## config.mk

```make
export PLATFORM = sky130hd
export DESIGN_NAME = wino_hadamard
export DESIGN_NICKNAME = d
export VERILOG_FILES = /design/src/hdl/wino_pkg.sv /design/src/hdl/wino_hadamard.sv
export SDC_FILE = /design/constraint.sdc
export NUM_CORES = 2
export LEC_CHECK = 0
export BUFFER_PORTS_ARGS = -buffer_cell sky130_fd_sc_hd__buf_4
export CAP_MARGIN = 15
export CORE_ASPECT_RATIO = 0.9
export CORE_MARGIN = 1
export CORE_UTILIZATION = 30
export CTS_CLUSTER_DIAMETER = 200
export DETAILED_ROUTE_END_ITERATION = 10
export PLACE_DENSITY = 0.45
export RECOVER_POWER = 25
export SLEW_MARGIN = 30
export SYNTH_ARGS = -nofsm -noshare
export SYNTH_HDL_FRONTEND = slang
export SYNTH_SLANG_ARGS = --single-unit
```

## constraint.sdc

```tcl
create_clock -name clk -period 15.93 [get_ports clk]
set_input_delay 3.186 -clock clk [delete_from_list [all_inputs] [get_ports clk]]
set_output_delay 3.186 -clock clk [all_outputs]
set_load 0.02 [all_outputs]
```

## src/hdl/wino_pkg.sv

```systemverilog
package wino_pkg;

	// Tile geometry
	localparam int WINO_IN_TAPS  = 6;
	localparam int WINO_OUT_TAPS = 4;

	// Datapath widths
	localparam int WINO_DATA_W = 14;
	localparam int WINO_WGT_W  = 16;
	localparam int WINO_ACC_W  = 30;
	localparam int WINO_PIX_W  = 16;

	typedef logic signed [WINO_DATA_W-1:0] wino_data_t;
	typedef logic signed [WINO_WGT_W-1:0]  wino_wgt_t;
	typedef logic signed [WINO_ACC_W-1:0]  wino_acc_t;
	typedef logic        [WINO_PIX_W-1:0]  wino_pix_t;

	// One transformed input row, element 0 in the low bits
	typedef struct packed {
		wino_data_t [WINO_IN_TAPS-1:0] e;
	} wino_in_row_t;

	// One Hadamard product row, also the operand set of an adder tree
	typedef struct packed {
		wino_acc_t [WINO_IN_TAPS-1:0] e;
	} wino_prod_row_t;

	// One output beat of four pixels
	typedef struct packed {
		wino_pix_t [WINO_OUT_TAPS-1:0] px;
	} wino_out_row_t;

	// Single weight store write
	typedef struct packed {
		logic [2:0] row;
		logic [2:0] col;
		wino_wgt_t  value;
	} wino_wgt_wr_t;

	// Transpose buffer serializer
	typedef enum logic [1:0] {
		SER_IDLE,
		SER_LOAD,
		SER_SHIFT
	} wino_ser_state_e;

endpackage

```

## src/hdl/wino_hadamard.sv

```systemverilog
`timescale 1ns/1ps

module wino_hadamard (
	input  logic                     clk,
	input  logic                     i_rst_n,
	input  logic                     i_wgt_wr,
	input  wino_pkg::wino_wgt_wr_t   i_wgt,
	input  logic                     i_valid,
	input  wino_pkg::wino_in_row_t   i_row,
	output logic                     o_valid,
	output wino_pkg::wino_prod_row_t o_row
);
	import wino_pkg::*;

	localparam int PROD_W = WINO_DATA_W + WINO_WGT_W;

	// Transformed weights, indexed [row][col]
	wino_wgt_t wgt_mem [WINO_IN_TAPS][WINO_IN_TAPS];

	logic [2:0]               row_cnt;
	logic signed [PROD_W-1:0] prod [WINO_IN_TAPS];
	wino_prod_row_t           prod_row;

	always_ff @(posedge clk) begin
		if (i_wgt_wr) begin
			wgt_mem[i_wgt.row][i_wgt.col] <= i_wgt.value;
		end
	end

	// Tile row position, selects the weight row
	always_ff @(posedge clk or negedge i_rst_n) begin
		if (!i_rst_n) begin
			row_cnt <= '0;
		end else if (i_valid) begin
			if (row_cnt == 3'(WINO_IN_TAPS - 1)) begin
				row_cnt <= '0;
			end else begin
				row_cnt <= row_cnt + 3'd1;
			end
		end
	end

	always_comb begin
		for (int i = 0; i < WINO_IN_TAPS; i++) begin
			prod[i] = $signed(i_row.e[i]) * $signed(wgt_mem[row_cnt][i]);
			prod_row.e[i] = wino_acc_t'(prod[i]); // Sign extend to accumulator width
		end
	end

	always_ff @(posedge clk or negedge i_rst_n) begin
		if (!i_rst_n) begin
			o_valid <= 1'b0;
		end else begin
			o_valid <= i_valid;
		end
	end

	always_ff @(posedge clk) begin
		if (i_valid) begin
			o_row <= prod_row;
		end
	end

endmodule

```

# Word-level counts from Yosys, hierarchy flattened
# Memories as Yosys holds them, arrays and structs flattened.
# Cells that the tools add are included.
# totals
ff_bits	184
ramBits	576
input_bits	110
output_inout_bits	181
word_cells	26
memories	1
# op_classes
add_sub_neg	1
mul	6
order_cmp	2
n_eq_ne	1
muxes	5
bitwise_logic	1
reduce_logical	1
# mem_list
memory	words	word_bits	read_ports	rd_ports_with_merged_regs	write_ports	line	source
wgt_mem	6	96	1	0	1	wino_hadamard.sv:18	wino_wgt_t wgt_mem [WINO_IN_TAPS][WINO_IN_TAPS];
# op_table
cell	count
$mul 14x16->30	6
$mux 96	1
$demux 16 s3	1
$mux 16	1
$ge 4x4->1 const B	1
$lt 4x1->1 const B	1
$not 3->4	1
$add 3x1->3 const B	1
$eq 3x3->1 const B	1
$mux 3	1
$logic_and 1x1->1	1
$mux 1	1

# Depth between registers and ports, before layout
# logic_depth
ltp_word	6
mapped_depth	30
mapped_depth_nobuf	26

# Worst setup path after synthesis
# Ideal clock, no wire load.
# synth_timing
path_kind	input to register
from	in i_row[72] (netlist name)
to	reg o_row[179] (netlist name), data pin
setup_ns	0.260
arrival_time_ns	8.742
t_required_ns	15.670
setup_slack_ns	6.928
path_stages	22
path_buffers	1
cell_sequence	clkbuf_1 -> and2_1 -> fa_1 -> inv_1 -> fa_1 -> inv_1 -> fa_1 -> fa_1 -> fa_1 -> inv_1 -> fa_1 -> inv_1 -> ha_1 -> a21o_1 -> a21o_1 -> a21oi_2 -> o31ai_2 -> a311o_2 -> a2111o_1 -> a31o_1 -> a21oi_2 -> xnor2_1
# synth_rtl
item	line	source
start, declared	wino_hadamard.sv:9	input wino_pkg::wino_in_row_t i_row,
end signal, assigned	wino_hadamard.sv:60	o_row <= prod_row;
end, declared	wino_hadamard.sv:11	output wino_pkg::wino_prod_row_t o_row

==> results_dict.tcl <==
set metrics [dict create \
    postSynthRegisterBits 760 \
    ioPinCount 291 \
    result_of_the_run "finished, violations left" \
    finalSetupViolCount 0 \
    critPathLaunchType "flip-flop" \
    tritoncts "built" \
    detail_route.drc_violations 0 \
    post_synth.cell_area_avg_um2 11.4 \
    grt-ovfl-total 0 \
    worst_case_clock_skew_ps 28.5 \
    worstHoldPathType "reg -> reg" \
    post_cts_hold_buffer_count 0 \
    numPortBuffers 290 \
    clock_tree.buffer_depth 3 \
    combined_area_of_all_synthesized_cells_um2 77400 \
    cts_buffers 92 \
    detail-route-antenna-nets 0 \
    dr_iter_0_viols 2217 \
    endpoint_kind "flip-flop" \
    timing.reg2reg.worst_path_depth 25 \
    least_margin_pin_slew_ps 2300 \
    post_route_setup_tns_ps 0 \
    post_synthesis_sequential_area_ratio_pct 29.5 \
    gpl.final_weighted_congestion 0.791 \
    ys.flop_type "sky130_fd_sc_hd__edfxtp_1" \
    coreArea_um2 256000 \
    cts.repair_timing.setup_buffer_count 0 \
    final_net_count 8908 \
    die_area_um2 260000 \
    layout.cells.most_common_list "sky130_fd_sc_hd__inv_1 (1457), sky130_fd_sc_hd__fa_1 (1314), sky130_fd_sc_hd__edfxtp_1 (756), sky130_fd_sc_hd__nand2_1 (592), sky130_fd_sc_hd__and2_1 (584)" \
    core.rowCount 176 \
    die_y_um 484 \
    path_clk_slew_ps 60 \
    ys_warn_count 0 \
    synth_edf_count 756 \
    postCtsResizedCells 0 \
    worst_path_largest_cell_delay_ps 910 \
    worst_setup_path_start "row_cnt[0]" \
    failed_checks "max-capacitance violations, max-slew violations" \
    grt_start_max_net_pins 141 \
    regToRegStartpoint "row_cnt[0]" \
    drt_pre_antenna_iters 5 \
    dominant_delay_contributor_by_cell_family_on_the_critical_path "adder cells" \
    critPathMostFrequentCell "sky130_fd_sc_hd__fa_1" \
    hold_viol 0 \
    timing.setup.critical_path_class "reg -> reg" \
    h_tree_levels 3 \
    finalMaxSlewViolations 520 \
    final_common_cell "sky130_fd_sc_hd__inv_1" \
    drive_gt1_share_pct 9.74 \
    ys_async_sr_fraction_pct 0.526 \
    crit_end "o_row[88]" \
    max-cap-violations 14 \
    timing.rr.end "o_row[88]" \
    critPathArrivalTime_ps 10080 \
    n_fill_cell 25787 \
    crit_fanout 96 \
    routed_via_density 4.47 \
    clkLatencyLatePin_ps 720 \
    signed_area_change_from_the_synthesized_netlist_to_the_final_layout_pct 12.4 \
    pre_cts_ws_ps 6010 \
    fmax_mhz 104 \
    post_synthesis_net_count 8651 \
    crit_path_top_delay_cell "sky130_fd_sc_hd__dfrtp_4" \
    post_drt_wl_per_cell_um 18.3 \
    num_vias 47014 \
    stages_on_the_worst_setup_path 25 \
    hpwlAfterDp_um 143000 \
    vias_in_the_first_global_route 52333 \
    tightest_slew_margin_relative_to_the_limit_pct -53.0 \
    rsz0062_at_grt "false" \
    synth.lib_cells_used.distinct 74 \
    worst_slack_ps 6290 \
    global_route_wire_length_before_repair_um 310000 \
    syn_inst 6801 \
    critical_path_buf_inv_count 5 \
    gr-usage-all-layers_pct 15.4 \
    period_minus_slack_ps 9640 \
    postRouteWirelength_um 193000 \
    tritoncts_num_sinks 760 \
    worstPathRequired_ps 16370 \
    start_util_pct 30.2 \
    r2r_slack_ps 6290 \
    die_w_um 537 \
    finalCritPeriodShare_pct 60.5 \
    grt_antenna_before_repair 29 \
    clock_tree.root_cell "sky130_fd_sc_hd__clkbuf_16" \
]
-- worst register-to-register path, stage by stage (launching register included) --
cell	delay [ps]
sky130_fd_sc_hd__dfrtp_4	910
sky130_fd_sc_hd__buf_4	660
sky130_fd_sc_hd__buf_12	630
sky130_fd_sc_hd__mux4_2	750
sky130_fd_sc_hd__nor2_1	200
sky130_fd_sc_hd__a21oi_1	70
sky130_fd_sc_hd__buf_4	250
sky130_fd_sc_hd__and2_1	200
sky130_fd_sc_hd__fa_1	550
sky130_fd_sc_hd__inv_1	50
sky130_fd_sc_hd__fa_1	470
sky130_fd_sc_hd__inv_1	50
sky130_fd_sc_hd__fa_1	480
sky130_fd_sc_hd__fa_1	560
sky130_fd_sc_hd__fa_1	430
sky130_fd_sc_hd__fa_1	460
sky130_fd_sc_hd__ha_1	370
sky130_fd_sc_hd__and2_1	190
sky130_fd_sc_hd__and3_1	230
sky130_fd_sc_hd__nand4_1	110
sky130_fd_sc_hd__nor3b_1	630
sky130_fd_sc_hd__nor2_1	220
sky130_fd_sc_hd__o311ai_1	430
sky130_fd_sc_hd__a31oi_1	210
sky130_fd_sc_hd__a21oi_1	200
sky130_fd_sc_hd__xor2_1	90
-- flip-flops by register name, indices dropped and copies added, names as in the netlist --
signal,cells
row_cnt,3
wgt_mem,576
o_row,180
o_valid,1
-- cell type report --
cell class | instances | area, um^2 | area share [%]
Antenna cell | 13 | 32.5 | 0.0374
Clock buffer | 102 | 2360 | 2.71
Clock inverter | 66 | 653 | 0.750
Inverter | 1458 | 5470 | 6.29
Multi-Input combinational cell | 4343 | 48500 | 55.7
Sequential cell | 760 | 22800 | 26.2
Tap cell | 3382 | 4230 | 4.86
Timing Repair Buffer | 403 | 3000 | 3.45
-- kinds of logic after synthesis --
logic type,after synthesis,share of synthesized area (%)
AO/OA/AOI/OAI,447,3.61
XOR/XNOR,206,2.33
adder cells (fa/ha/maj),1740,40.9
buffers and inverters,1698,8.26
flip-flops,760,29.5
multiplexers,195,4.07
AND/OR/NAND/NOR,1755,11.4
-- synthesized netlist by cell type, types with 4 or more instances --
cell type                  number  area (um^2)
sky130_fd_sc_hd__a211oi_1       8         60.1
sky130_fd_sc_hd__a21o_1        67          503
sky130_fd_sc_hd__a21oi_1      197          986
sky130_fd_sc_hd__a31oi_1       10         62.6
sky130_fd_sc_hd__a41oi_1        5         43.8
sky130_fd_sc_hd__and2_1       584         3650
sky130_fd_sc_hd__and3_1        12         75.1
sky130_fd_sc_hd__buf_1          8         30.0
sky130_fd_sc_hd__buf_2         15         75.1
sky130_fd_sc_hd__clkbuf_1     217          815
sky130_fd_sc_hd__dfrtp_1        4          100
sky130_fd_sc_hd__edfxtp_1     756        22700
sky130_fd_sc_hd__fa_1        1314        26300
sky130_fd_sc_hd__ha_1         426         5330
sky130_fd_sc_hd__inv_1       1457         5470
sky130_fd_sc_hd__mux2i_1       98          981
sky130_fd_sc_hd__mux4_2        96         2160
sky130_fd_sc_hd__nand2_1      592         2220
sky130_fd_sc_hd__nand2b_1      64          400
sky130_fd_sc_hd__nand3_1       36          180
sky130_fd_sc_hd__nand3b_1       4         30.0
sky130_fd_sc_hd__nand4_1        8         50.1
sky130_fd_sc_hd__nor2_1       244          916
sky130_fd_sc_hd__nor2b_1      141          882
sky130_fd_sc_hd__nor3_1        24          120
sky130_fd_sc_hd__o211ai_1       6         45.0
sky130_fd_sc_hd__o21a_1        13         97.6
sky130_fd_sc_hd__o21ai_0       32          160
sky130_fd_sc_hd__o21ai_1       35          175
sky130_fd_sc_hd__o21bai_1      19          143
sky130_fd_sc_hd__o311ai_1       4         35.0
sky130_fd_sc_hd__or2_1         16          100
sky130_fd_sc_hd__or2_2          9         56.3
sky130_fd_sc_hd__or3_1          7         43.8
sky130_fd_sc_hd__xnor2_1      168         1470
sky130_fd_sc_hd__xor2_1        38          333
-- routing by layer --
| layer | global-route usage, % | vias up | part of all wire, % |
|---|---|---|---|
| li1 | - | 21648 | - |
| met1 | 21.9 | 24430 | 48 |
| met2 | 24.8 | 716 | 47 |
| met3 | 2.02 | 208 | 3.5 |
| met4 | 3.27 | 12 | 1.9 |
| met5 | 0 | - | 0.045 |
-- per-stage QoR --
step	std cells	hold WS (ps)	utilization, %	area, um^2
after global routing	10519	1000	34.0	87000
after global placement	10346	913	32.8	84000
after detailed placement	10346	922	32.8	84000
after floorplan	6801	727	-	77400
after CTS	10514	916	34.0	87000
final	10527	928	34.0	87000
-- how the worst min path moves through the flow --
| stage | end | startpoint | slack (ps) | depth (start not counted) |
|---|---|---|---|---|
| finish | o_row[0] | wgt_mem[5][80] | 930 | 5 |
| global route | o_row[120] | wgt_mem[5][16] | 1000 | 5 |
| CTS | o_row[0] | wgt_mem[5][80] | 920 | 5 |
| detailed placement | o_row[0] | wgt_mem[5][80] | 920 | 5 |
| global placement | o_row[0] | wgt_mem[4][80] | 910 | 5 |
| floorplan | o_row[0] | wgt_mem[4][80] | 730 | 4 |
Power is not shown: default switching activity piles up to over one toggle a cycle in this logic, so the estimate is an artifact.
