## src/hdl/wino_pkg.sv

```systemverilog
package wino_pkg;

	// Tile geometry
	localparam int WINO_IN_TAPS  = 6;
	localparam int WINO_OUT_TAPS = 4;

	// Datapath widths
	localparam int WINO_DATA_W = 14;
	localparam int WINO_WGT_W  = 16;
	localparam int WINO_ACC_W  = 30;
	localparam int WINO_PIX_W  = 16;

	typedef logic signed [WINO_DATA_W-1:0] wino_data_t;
	typedef logic signed [WINO_WGT_W-1:0]  wino_wgt_t;
	typedef logic signed [WINO_ACC_W-1:0]  wino_acc_t;
	typedef logic        [WINO_PIX_W-1:0]  wino_pix_t;

	// One transformed input row, element 0 in the low bits
	typedef struct packed {
		wino_data_t [WINO_IN_TAPS-1:0] e;
	} wino_in_row_t;

	// One Hadamard product row, also the operand set of an adder tree
	typedef struct packed {
		wino_acc_t [WINO_IN_TAPS-1:0] e;
	} wino_prod_row_t;

	// One output beat of four pixels
	typedef struct packed {
		wino_pix_t [WINO_OUT_TAPS-1:0] px;
	} wino_out_row_t;

	// Single weight store write
	typedef struct packed {
		logic [2:0] row;
		logic [2:0] col;
		wino_wgt_t  value;
	} wino_wgt_wr_t;

	// Transpose buffer serializer
	typedef enum logic [1:0] {
		SER_IDLE,
		SER_LOAD,
		SER_SHIFT
	} wino_ser_state_e;

endpackage

```

## src/hdl/wino_adder_tree.sv

```systemverilog
`timescale 1ns/1ps

module wino_adder_tree (
	input  logic                     clk,
	input  logic                     i_rst_n,
	input  wino_pkg::wino_prod_row_t i_in,
	output wino_pkg::wino_acc_t      o_sum
);
	import wino_pkg::*;

	localparam int SUM_W = WINO_ACC_W + 3; // Three guard bits

	logic signed [SUM_W-1:0] pair_q [3];
	logic signed [SUM_W-1:0] part_q [2];
	logic signed [SUM_W-1:0] total_q;

	always_ff @(posedge clk or negedge i_rst_n) begin
		if (!i_rst_n) begin
			for (int i = 0; i < 3; i++) begin
				pair_q[i] <= '0;
			end
			part_q[0] <= '0;
			part_q[1] <= '0;
			total_q <= '0;
		end else begin
			pair_q[0] <= i_in.e[0] + i_in.e[1];
			pair_q[1] <= i_in.e[2] + i_in.e[3];
			pair_q[2] <= i_in.e[4] + i_in.e[5];
			part_q[0] <= pair_q[0] + pair_q[1];
			part_q[1] <= pair_q[2]; // Odd pair just moves along
			total_q <= part_q[0] + part_q[1];
		end
	end

	// Result wraps to the accumulator width
	assign o_sum = total_q[WINO_ACC_W-1:0];

endmodule

```

## src/hdl/wino_inverse_transform.sv

```systemverilog
`timescale 1ns/1ps

// Computes At*M*A on one 6x6 product tile. The column pass reduces each
// product row to four values, the row pass works on the serialized columns
// of that result, so output beat k carries column k of At*M*A
module wino_inverse_transform #(
	parameter int OUT_SHIFT = 8
) (
	input  logic                     clk,
	input  logic                     i_rst_n,
	input  logic                     i_valid,
	input  wino_pkg::wino_prod_row_t i_row,
	output logic                     o_valid,
	output wino_pkg::wino_out_row_t  o_row
);
	import wino_pkg::*;

	logic [2:0] in_cnt;
	logic [2:0] col_vld_d;
	logic [1:0] col_last_d;

	wino_prod_row_t col_terms [WINO_OUT_TAPS];
	wino_acc_t      col_sum [WINO_OUT_TAPS];
	// Slot 0 of the column buffer is the tree output itself
	wino_acc_t      col_buf [1:WINO_IN_TAPS-1][WINO_OUT_TAPS];

	wino_ser_state_e state_q, state_d;
	logic [1:0]      ser_cnt;
	wino_prod_row_t  tr_buf [WINO_OUT_TAPS];
	wino_prod_row_t  ser_row;

	wino_prod_row_t row_terms [WINO_OUT_TAPS];
	wino_acc_t      row_sum [WINO_OUT_TAPS];
	logic [2:0]     row_vld_d;

	// Operands of At row k; doubling and quadrupling by shifts
	function automatic wino_prod_row_t at_terms(input wino_prod_row_t v, input int k);
		wino_prod_row_t t;
		t = '0;
		case (k)
			0: begin
				t.e[0] = v.e[0];
				t.e[1] = v.e[1];
				t.e[2] = v.e[2];
				t.e[3] = v.e[3];
				t.e[4] = v.e[4];
			end
			1: begin
				t.e[1] = v.e[1];
				t.e[2] = -v.e[2];
				t.e[3] = v.e[3] <<< 1;
				t.e[4] = -(v.e[4] <<< 1);
			end
			2: begin
				t.e[1] = v.e[1];
				t.e[2] = v.e[2];
				t.e[3] = v.e[3] <<< 2;
				t.e[4] = v.e[4] <<< 2;
			end
			default: begin
				t.e[1] = v.e[1];
				t.e[2] = -v.e[2];
				t.e[3] = v.e[3] <<< 3;
				t.e[4] = -(v.e[4] <<< 3);
				t.e[5] = v.e[5];
			end
		endcase
		return t;
	endfunction

	// Row tracking and column pass valid delay
	always_ff @(posedge clk or negedge i_rst_n) begin
		if (!i_rst_n) begin
			in_cnt <= '0;
			col_vld_d <= '0;
			col_last_d <= '0;
		end else begin
			if (i_valid) begin
				in_cnt <= (in_cnt == 3'(WINO_IN_TAPS - 1)) ? '0 : in_cnt + 3'd1;
			end
			col_vld_d <= {col_vld_d[1:0], i_valid};
			col_last_d <= {col_last_d[0], i_valid && (in_cnt == 3'(WINO_IN_TAPS - 1))};
		end
	end

	always_comb begin
		for (int k = 0; k < WINO_OUT_TAPS; k++) begin
			col_terms[k] = at_terms(i_row, k);
			row_terms[k] = at_terms(ser_row, k);
		end
	end

	for (genvar k = 0; k < WINO_OUT_TAPS; k++) begin : g_tree
		wino_adder_tree u_col_tree (
			.clk    (clk),
			.i_rst_n(i_rst_n),
			.i_in   (col_terms[k]),
			.o_sum  (col_sum[k])
		);

		wino_adder_tree u_row_tree (
			.clk    (clk),
			.i_rst_n(i_rst_n),
			.i_in   (row_terms[k]),
			.o_sum  (row_sum[k])
		);
	end

	// Newest finished row in slot 1, oldest in slot 5
	always_ff @(posedge clk) begin
		if (col_vld_d[2]) begin
			for (int k = 0; k < WINO_OUT_TAPS; k++) begin
				col_buf[1][k] <= col_sum[k];
				for (int j = 2; j < WINO_IN_TAPS; j++) begin
					col_buf[j][k] <= col_buf[j-1][k];
				end
			end
		end
	end

	// SER_LOAD lines up with the sixth column result
	always_comb begin
		state_d = state_q;
		case (state_q)
			SER_IDLE: begin
				if (col_last_d[1]) begin
					state_d = SER_LOAD;
				end
			end
			SER_LOAD: state_d = SER_SHIFT;
			SER_SHIFT: begin
				if (ser_cnt == 2'd3) begin
					state_d = SER_IDLE;
				end
			end
			default: state_d = SER_IDLE;
		endcase
	end

	always_ff @(posedge clk or negedge i_rst_n) begin
		if (!i_rst_n) begin
			state_q <= SER_IDLE;
			ser_cnt <= '0;
		end else begin
			state_q <= state_d;
			if (state_q == SER_SHIFT) begin
				ser_cnt <= ser_cnt + 2'd1;
			end else begin
				ser_cnt <= '0;
			end
		end
	end

	// Transpose on capture, tr_buf[k].e[i] is column k of tile row i
	always_ff @(posedge clk) begin
		if (state_q == SER_LOAD) begin
			for (int k = 0; k < WINO_OUT_TAPS; k++) begin
				tr_buf[k].e[WINO_IN_TAPS-1] <= col_sum[k];
				for (int i = 0; i < WINO_IN_TAPS - 1; i++) begin
					tr_buf[k].e[i] <= col_buf[WINO_IN_TAPS-1-i][k];
				end
			end
		end
	end

	assign ser_row = tr_buf[ser_cnt];

	always_ff @(posedge clk or negedge i_rst_n) begin
		if (!i_rst_n) begin
			row_vld_d <= '0;
			o_valid <= 1'b0;
		end else begin
			row_vld_d <= {row_vld_d[1:0], state_q == SER_SHIFT};
			o_valid <= row_vld_d[2];
		end
	end

	// ReLU, then keep WINO_PIX_W bits from OUT_SHIFT up
	always_ff @(posedge clk) begin
		if (row_vld_d[2]) begin
			for (int n = 0; n < WINO_OUT_TAPS; n++) begin
				if (row_sum[n][WINO_ACC_W-1]) begin
					o_row.px[n] <= '0;
				end else begin
					o_row.px[n] <= row_sum[n][OUT_SHIFT +: WINO_PIX_W];
				end
			end
		end
	end

endmodule

```

## config.mk

```make
export PLATFORM = sky130hd
export DESIGN_NAME = wino_inverse_transform
export DESIGN_NICKNAME = d
export VERILOG_FILES = /design/src/hdl/wino_pkg.sv /design/src/hdl/wino_adder_tree.sv /design/src/hdl/wino_inverse_transform.sv
export SDC_FILE = /design/constraint.sdc
export NUM_CORES = 2
export LEC_CHECK = 0
export BUFFER_PORTS_ARGS = -buffer_cell sky130_fd_sc_hd__buf_2
export CORE_MARGIN = 4
export CORE_UTILIZATION = 60
export DETAILED_ROUTE_END_ITERATION = 10
export GPL_ROUTABILITY_DRIVEN = 0
export PLACE_DENSITY_LB_ADDON = 0.15
export SYNTH_ARGS = -nofsm -noshare
export SYNTH_HDL_FRONTEND = slang
export SYNTH_SLANG_ARGS = --single-unit
```

## constraint.sdc

```tcl
create_clock -name clk -period 40.3 [get_ports clk]
set_input_delay 6.045 -clock clk [delete_from_list [all_inputs] [get_ports clk]]
set_output_delay 6.045 -clock clk [all_outputs]
set_load 0.03 [all_outputs]
```

=== After elaboration in Yosys (flattened, before gate mapping) ===
Memories as Yosys holds them, arrays and structs flattened.
Cells that the tools add are included.

* Reductions and logical operators: 3
* Equal/unequal tests: 6
* Add/subtract/negate cells: 36
* Mux-type cells: 9

{| class="wikitable"
|+ Operator list
! operator !! number
|-
| adder 30 bit || 28
|-
| negator 30 bit || 6
|-
| 2-to-1 mux 2 bit || 3
|-
| one-hot mux 2 bit (3 select lines) || 1
|-
| equality test 2 bit, second input constant || 2
|-
| 2-to-1 mux 1 bit || 4
|-
| inequality test 2 bit, second input constant || 2
|-
| adder 3 x 1 -> 3 bit, second input constant || 1
|-
| equality test 3 bit, second input constant || 1
|-
| 2-to-1 mux 3 bit || 1
|-
| adder 2 x 1 -> 2 bit, second input constant || 1
|-
| equality test 2 x 1 -> 1 bit, second input constant || 1
|-
| logical NOT 2 bit || 1
|-
| AND reduction 2 bit || 1
|-
| logical AND 1 bit || 1
|}

* Output and inout bits: 65
* Register bits: 1392
* Memories: 2
* Word-level logic and storage cells: 111
* Input bits: 183
* Bits in writable memories: 1320

{| class="wikitable"
|+ Memories
! memory !! depth !! width !! rd ports !! clocked after Yosys merged registers in !! write ports !! line !! RTL
|-
| tr_buf || 4 || 180 || 1 || 0 || 4 || wino_inverse_transform.sv:29 || <nowiki>wino_prod_row_t tr_buf [WINO_OUT_TAPS];</nowiki>
|-
| col_buf || 5 || 120 || 5 || 0 || 5 || wino_inverse_transform.sv:25 || <nowiki>wino_acc_t col_buf [1:WINO_IN_TAPS-1][WINO_OUT_TAPS];</nowiki>
|}

=== Depth between registers and ports, before layout ===
* Depth in word-level cells: 3
* Depth in mapped cells: 24
* Mapped depth without buffers: 20

=== Cells and area by module ===
From an unflattened synthesis, not the netlist that was laid out.

* Cells, all modules: 11853
* Area, all modules: 145241.8 um^2

{| class="wikitable"
|+ By module, submodules not included
! module !! times used !! sequential area each (um^2) !! cells each !! area each (um^2)
|-
| wino_inverse_transform || 1 || 41960.2 || 2031 || 49095.8
|-
| wino_adder_tree (g_tree[2].u_col_tree ...) || 3 || 4504.3 || 1243 || 12051.6
|-
| wino_adder_tree (g_tree[0].u_row_tree ...) || 3 || 4504.3 || 1182 || 11842.6
|-
| wino_adder_tree (g_tree[3].u_row_tree) || 1 || 4504.3 || 1289 || 12368.1
|-
| wino_adder_tree (g_tree[0].u_col_tree) || 1 || 4504.3 || 1258 || 12095.4
|}

=== Worst setup path after synthesis ===
No wires, ideal clock.

* Path kind: register to register
* Start: register state_q[1]
* End: register state_q[1]
* Data required time: 40084 ps
* Clock period less this slack: 34304 ps
* Path buffers: 0
* Setup slack: 5996 ps
* Library setup time: 216 ps
* Stages on the path, launching flop included: 3
* Arrival time: 34088 ps
* Path through: dfrtp_1 -> nor2b_1 -> o21bai_1

* Word-level cells in the longest chain between the ends: 3
* Elaborated cells between the ends (all ways): 7
* Those cells by class: eq/ne: 4; mux: 1; reduce/logical: 2

{| class="wikitable"
|+ RTL lines
! element !! line !! RTL
|-
| start: declaration || wino_inverse_transform.sv:27 || <nowiki>wino_ser_state_e state_q, state_d;</nowiki>
|-
| start signal: assignment || wino_inverse_transform.sv:145 || <nowiki>state_q <= state_d;</nowiki>
|-
| equality test 2 bit or logical NOT 2 bit (tied branches) || wino_inverse_transform.sv:124 || <nowiki>case (state_q)</nowiki>
|-
| inequality test 2 bit (no line) || -- ||
|-
| AND reduction 2 bit (no line) || -- ||
|}

Parallel ways exist; a longest one is shown, timed or not.
A chain may end at the register's enable or synchronous reset.

=== Final worst setup path ===
* Start: input port i_row[70] (netlist name)
* End: register g_tree[3].u_col_tree.pair_q[61] (netlist name)

* Word-level cells in the longest chain between the ends: 2

{| class="wikitable"
|+ RTL lines
! element !! line !! RTL
|-
| start: declaration || wino_inverse_transform.sv:12 || <nowiki>input wino_pkg::wino_prod_row_t i_row,</nowiki>
|-
| negator 30 bit || wino_inverse_transform.sv:62 || <nowiki>t.e[2] = -v.e[2];</nowiki>
|-
| adder 30 bit || wino_adder_tree.sv:27 || <nowiki>pair_q[1] <= i_in.e[2] + i_in.e[3];</nowiki>
|-
| end: declaration || wino_adder_tree.sv:13 || <nowiki>logic signed [SUM_W-1:0] pair_q [3];</nowiki>
|}

No other way between the ends.

==> summary.txt <==
total CTS buffers: 237
CTS tree: yes
final WL: 249400 µm
Distinct cells, synth: 91
Max-Cap Viols: 0
Hold Crit Class: reg2reg
Die Y: 439.7 µm
residual DRC count: 0
Area Growth Syn to Fin: 11.31%
Row Count: 158
Via density: 5.910
GRT overflow: 0
clk_skew: 0.03623 ns
nets: 9475
Setup crit start kind: input port
Vias: 65990
worst-skew pair later-pin latency: 0.86 ns
sequential area share after synthesis: 62.51%
first-pass GRT wire length: 383400 µm
Mapped Area: 111800 µm²
Arrival @ worst endpoint: 10.66 ns
Primary FF master, synth: edfxtp_1
met3 WL: 13550 µm
final setup vio count: 0
Metal-1 WL: 103800 µm
Final WS setup: 30.42 ns
pre-CTS setup slack: 29.71 ns
WS Path Type: in2reg
All-Layer GR Usage: 26.01%
antenna viol nets, final: 0
initial antenna violation count: 18
clk slew on worst S/H paths: 0.07 ns
Mapped Cells: 8000
met2 routed WL: 120400 µm
CP max FO: 7
Slew Limit Headroom: 22.40%
hold_buf cts: 0
fin crit share: 24.51%
synth warn: 0
pwr dens: 83.55 nW/µm²
H-tree levels: 4
CP required: 41.08 ns
Worst-Margin Slew: 1.164 ns
Avg WL per Cell: 22.34 µm
root buffer cell: clkbuf_16
Pleak: 50.19 nW
number of global-route vias before repair: 67500
Period minus WS final: 9.877 ns
Final Max Tran Viols: 0
largest net degree at the start of global routing: 187
post-synthesis register bit count: 2519
Ports: 248
drt first-iter violations: 4963
post_cts resized: 0
nature of the critical path endpoint: flip-flop
outcome: complete, no violations
top-area cell type share of the netlist area: 36.87%
ratio of cells with drive above 1 in the final layout: 10.51%
final core utilization: 67.13%
Setup Buffers After CTS: 0
die area: 193400 µm²
EDFF count, synth: 1373
Mean Syn Cell Area: 13.98 µm²
TritonCTS Sinks: 2519
FMAX: 101.2 MHz
# port buffers: 247
Die W: 439.7 µm
initial core utilization: 60.31%
clock buffer depth: 3
core region area: 185400 µm²
Sum Neg Setup Slack: 0 ns
RSZ-0062 raised after global routing: no
Final Hold Vio Count: 0
syn nets: 9002
leading area contributor after synthesis: edfxtp_1
Worst VDD drop: 0.06364 mV
DR top layer: met5
largest cells by area after synthesis: edfxtp_1 37%, dfrtp_1 26%, ha_1 8.9%
DR pass1 iterations: 9
Post-synth ARST share: 45.49%
DP HPWL: 182200 µm
## synthesized netlist by cell type (all sizes together), types with 159 or more instances
cell / n
edfxtp: 1373
dfrtp: 1146
ha: 796
xnor2: 575
a21oi: 533
nor2: 442
o21ai: 322
inv: 298
nand2: 267
a21o: 261
xor2: 182
nor3: 181
mux4: 174
nor2b: 159
## layout make-up
type	instances	area, µm²
tap	2480	3103
timing repair buffer	292	1647
antenna	5	12.51
multi-input combinational	5125	40500
clock buffer	313	6605
inverter	298	1119
fill	12830	60960
clock inverter	134	1567
sequential	2519	69920
## sequential cells by signal (all words and copies together), names as in the netlist, 3 cells and up
name,count
col_vld_d,3
g_tree.u_row_tree.total_q,68
g_tree.u_col_tree.pair_q,266
row_vld_d,3
col_buf,595
g_tree.u_col_tree.total_q,119
g_tree.u_row_tree.pair_q,266
tr_buf,714
o_row,64
g_tree.u_row_tree.part_q,205
in_cnt,3
g_tree.u_col_tree.part_q,206
## path summary, 6_finish.rpt
check | startpoint | end | slack (ns) | cells past startpoint
setup / recovery | i_row[70] | g_tree[3].u_col_tree.pair_q[61] | 30.42 | 15
hold reg to reg | g_tree[1].u_row_tree.pair_q[23] | g_tree[1].u_row_tree.part_q[23] | 0.33 | 0
setup reg to reg | ser_cnt[0] | g_tree[3].u_row_tree.pair_q[59] | 32.67 | 15
max in group asynchronous | i_rst_n | g_tree[0].u_col_tree.pair_q[94] | 32.01 | 4
hold / removal | g_tree[1].u_row_tree.pair_q[23] | g_tree[1].u_row_tree.part_q[23] | 0.33 | 0
min in group asynchronous | i_rst_n | o_valid | 5.13 | 1
## cell usage in the layout (no fill, tap or decap), types with 28 or more instances in the layout
| master | instances |
|---|---|
| a21o_1 | 261 |
| clkbuf_1 | 46 |
| and3_1 | 76 |
| o21a_1 | 110 |
| or3_1 | 57 |
| mux4_2 | 169 |
| edfxtp_1 | 1373 |
| clkbuf_16 | 246 |
| nor2_1 | 440 |
| nand2b_1 | 117 |
| nand2_1 | 267 |
| nor3_1 | 175 |
| buf_4 | 40 |
| a21oi_1 | 533 |
| xor2_1 | 182 |
| buf_2 | 246 |
| dfrtp_1 | 1142 |
| nand4_1 | 56 |
| o21ai_0 | 321 |
| a31oi_1 | 53 |
| clkinv_2 | 35 |
| o211ai_1 | 45 |
| nor2b_1 | 158 |
| a211oi_1 | 61 |
| nor4_1 | 32 |
| inv_1 | 298 |
| or2_2 | 28 |
| nand3_1 | 126 |
| xnor2_1 | 575 |
| ha_1 | 796 |
| and2_1 | 29 |
| o21bai_1 | 69 |
## stage by stage
stage	instance area (µm²)	total power, mW	hold WS (ns)	std cells
detailed placement	116300	8.113	0.3347	10710
floorplan	111800	6.927	0.3312	8000
CTS	124500	10.43	0.3244	11160
finish	124500	10.40	0.3275	11170
global route	124500	11.06	0.3290	11160
global placement	116300	7.999	0.3310	10710
## critical path, stage by stage
cell	delay, ns
buf_2	0.13
or4_1	0.61
or3_1	0.45
or4_1	0.45
xor2_1	0.25
ha_1	0.38
a21oi_1	0.18
nor2_1	0.06
or3_1	0.31
and3_1	0.19
a311o_1	0.42
a311oi_1	0.47
o21ai_0	0.21
a221oi_1	0.33
xnor2_1	0.16
## layer usage
layer / vias up / GRT usage [%]
li1: 30780 / -
met1: 32390 / 34.92
met2: 2212 / 42.97
met3: 593 / 3.552
met4: 14 / 11.25
met5: - / 0
## report_power, final
| part | internal [mW] | total [mW] | switching, mW |
|---|---|---|---|
| Clock | 1.31 | 2.28 | 0.965 |
| Sequential | 3.45 | 3.75 | 0.294 |
| Combinational | 1.79 | 4.38 | 2.59 |
## kinds of logic (layout without fill, tap and decap cells)
kind of cell    after synthesis  in the layout  synth area share [%]
fa+ha+maj                   819            819                 9.318
compound gates             1707           1707                 9.772
buf+inv                     356           1037                 1.275
mux                         196            196                 3.718
other cells                   0              5                     0
xor+xnor                    757            757                 5.929
flops                      2519           2519                 62.51
simple gates               1646           1646                 7.475
No activity file was read; power rests on OpenSTA's default activity.
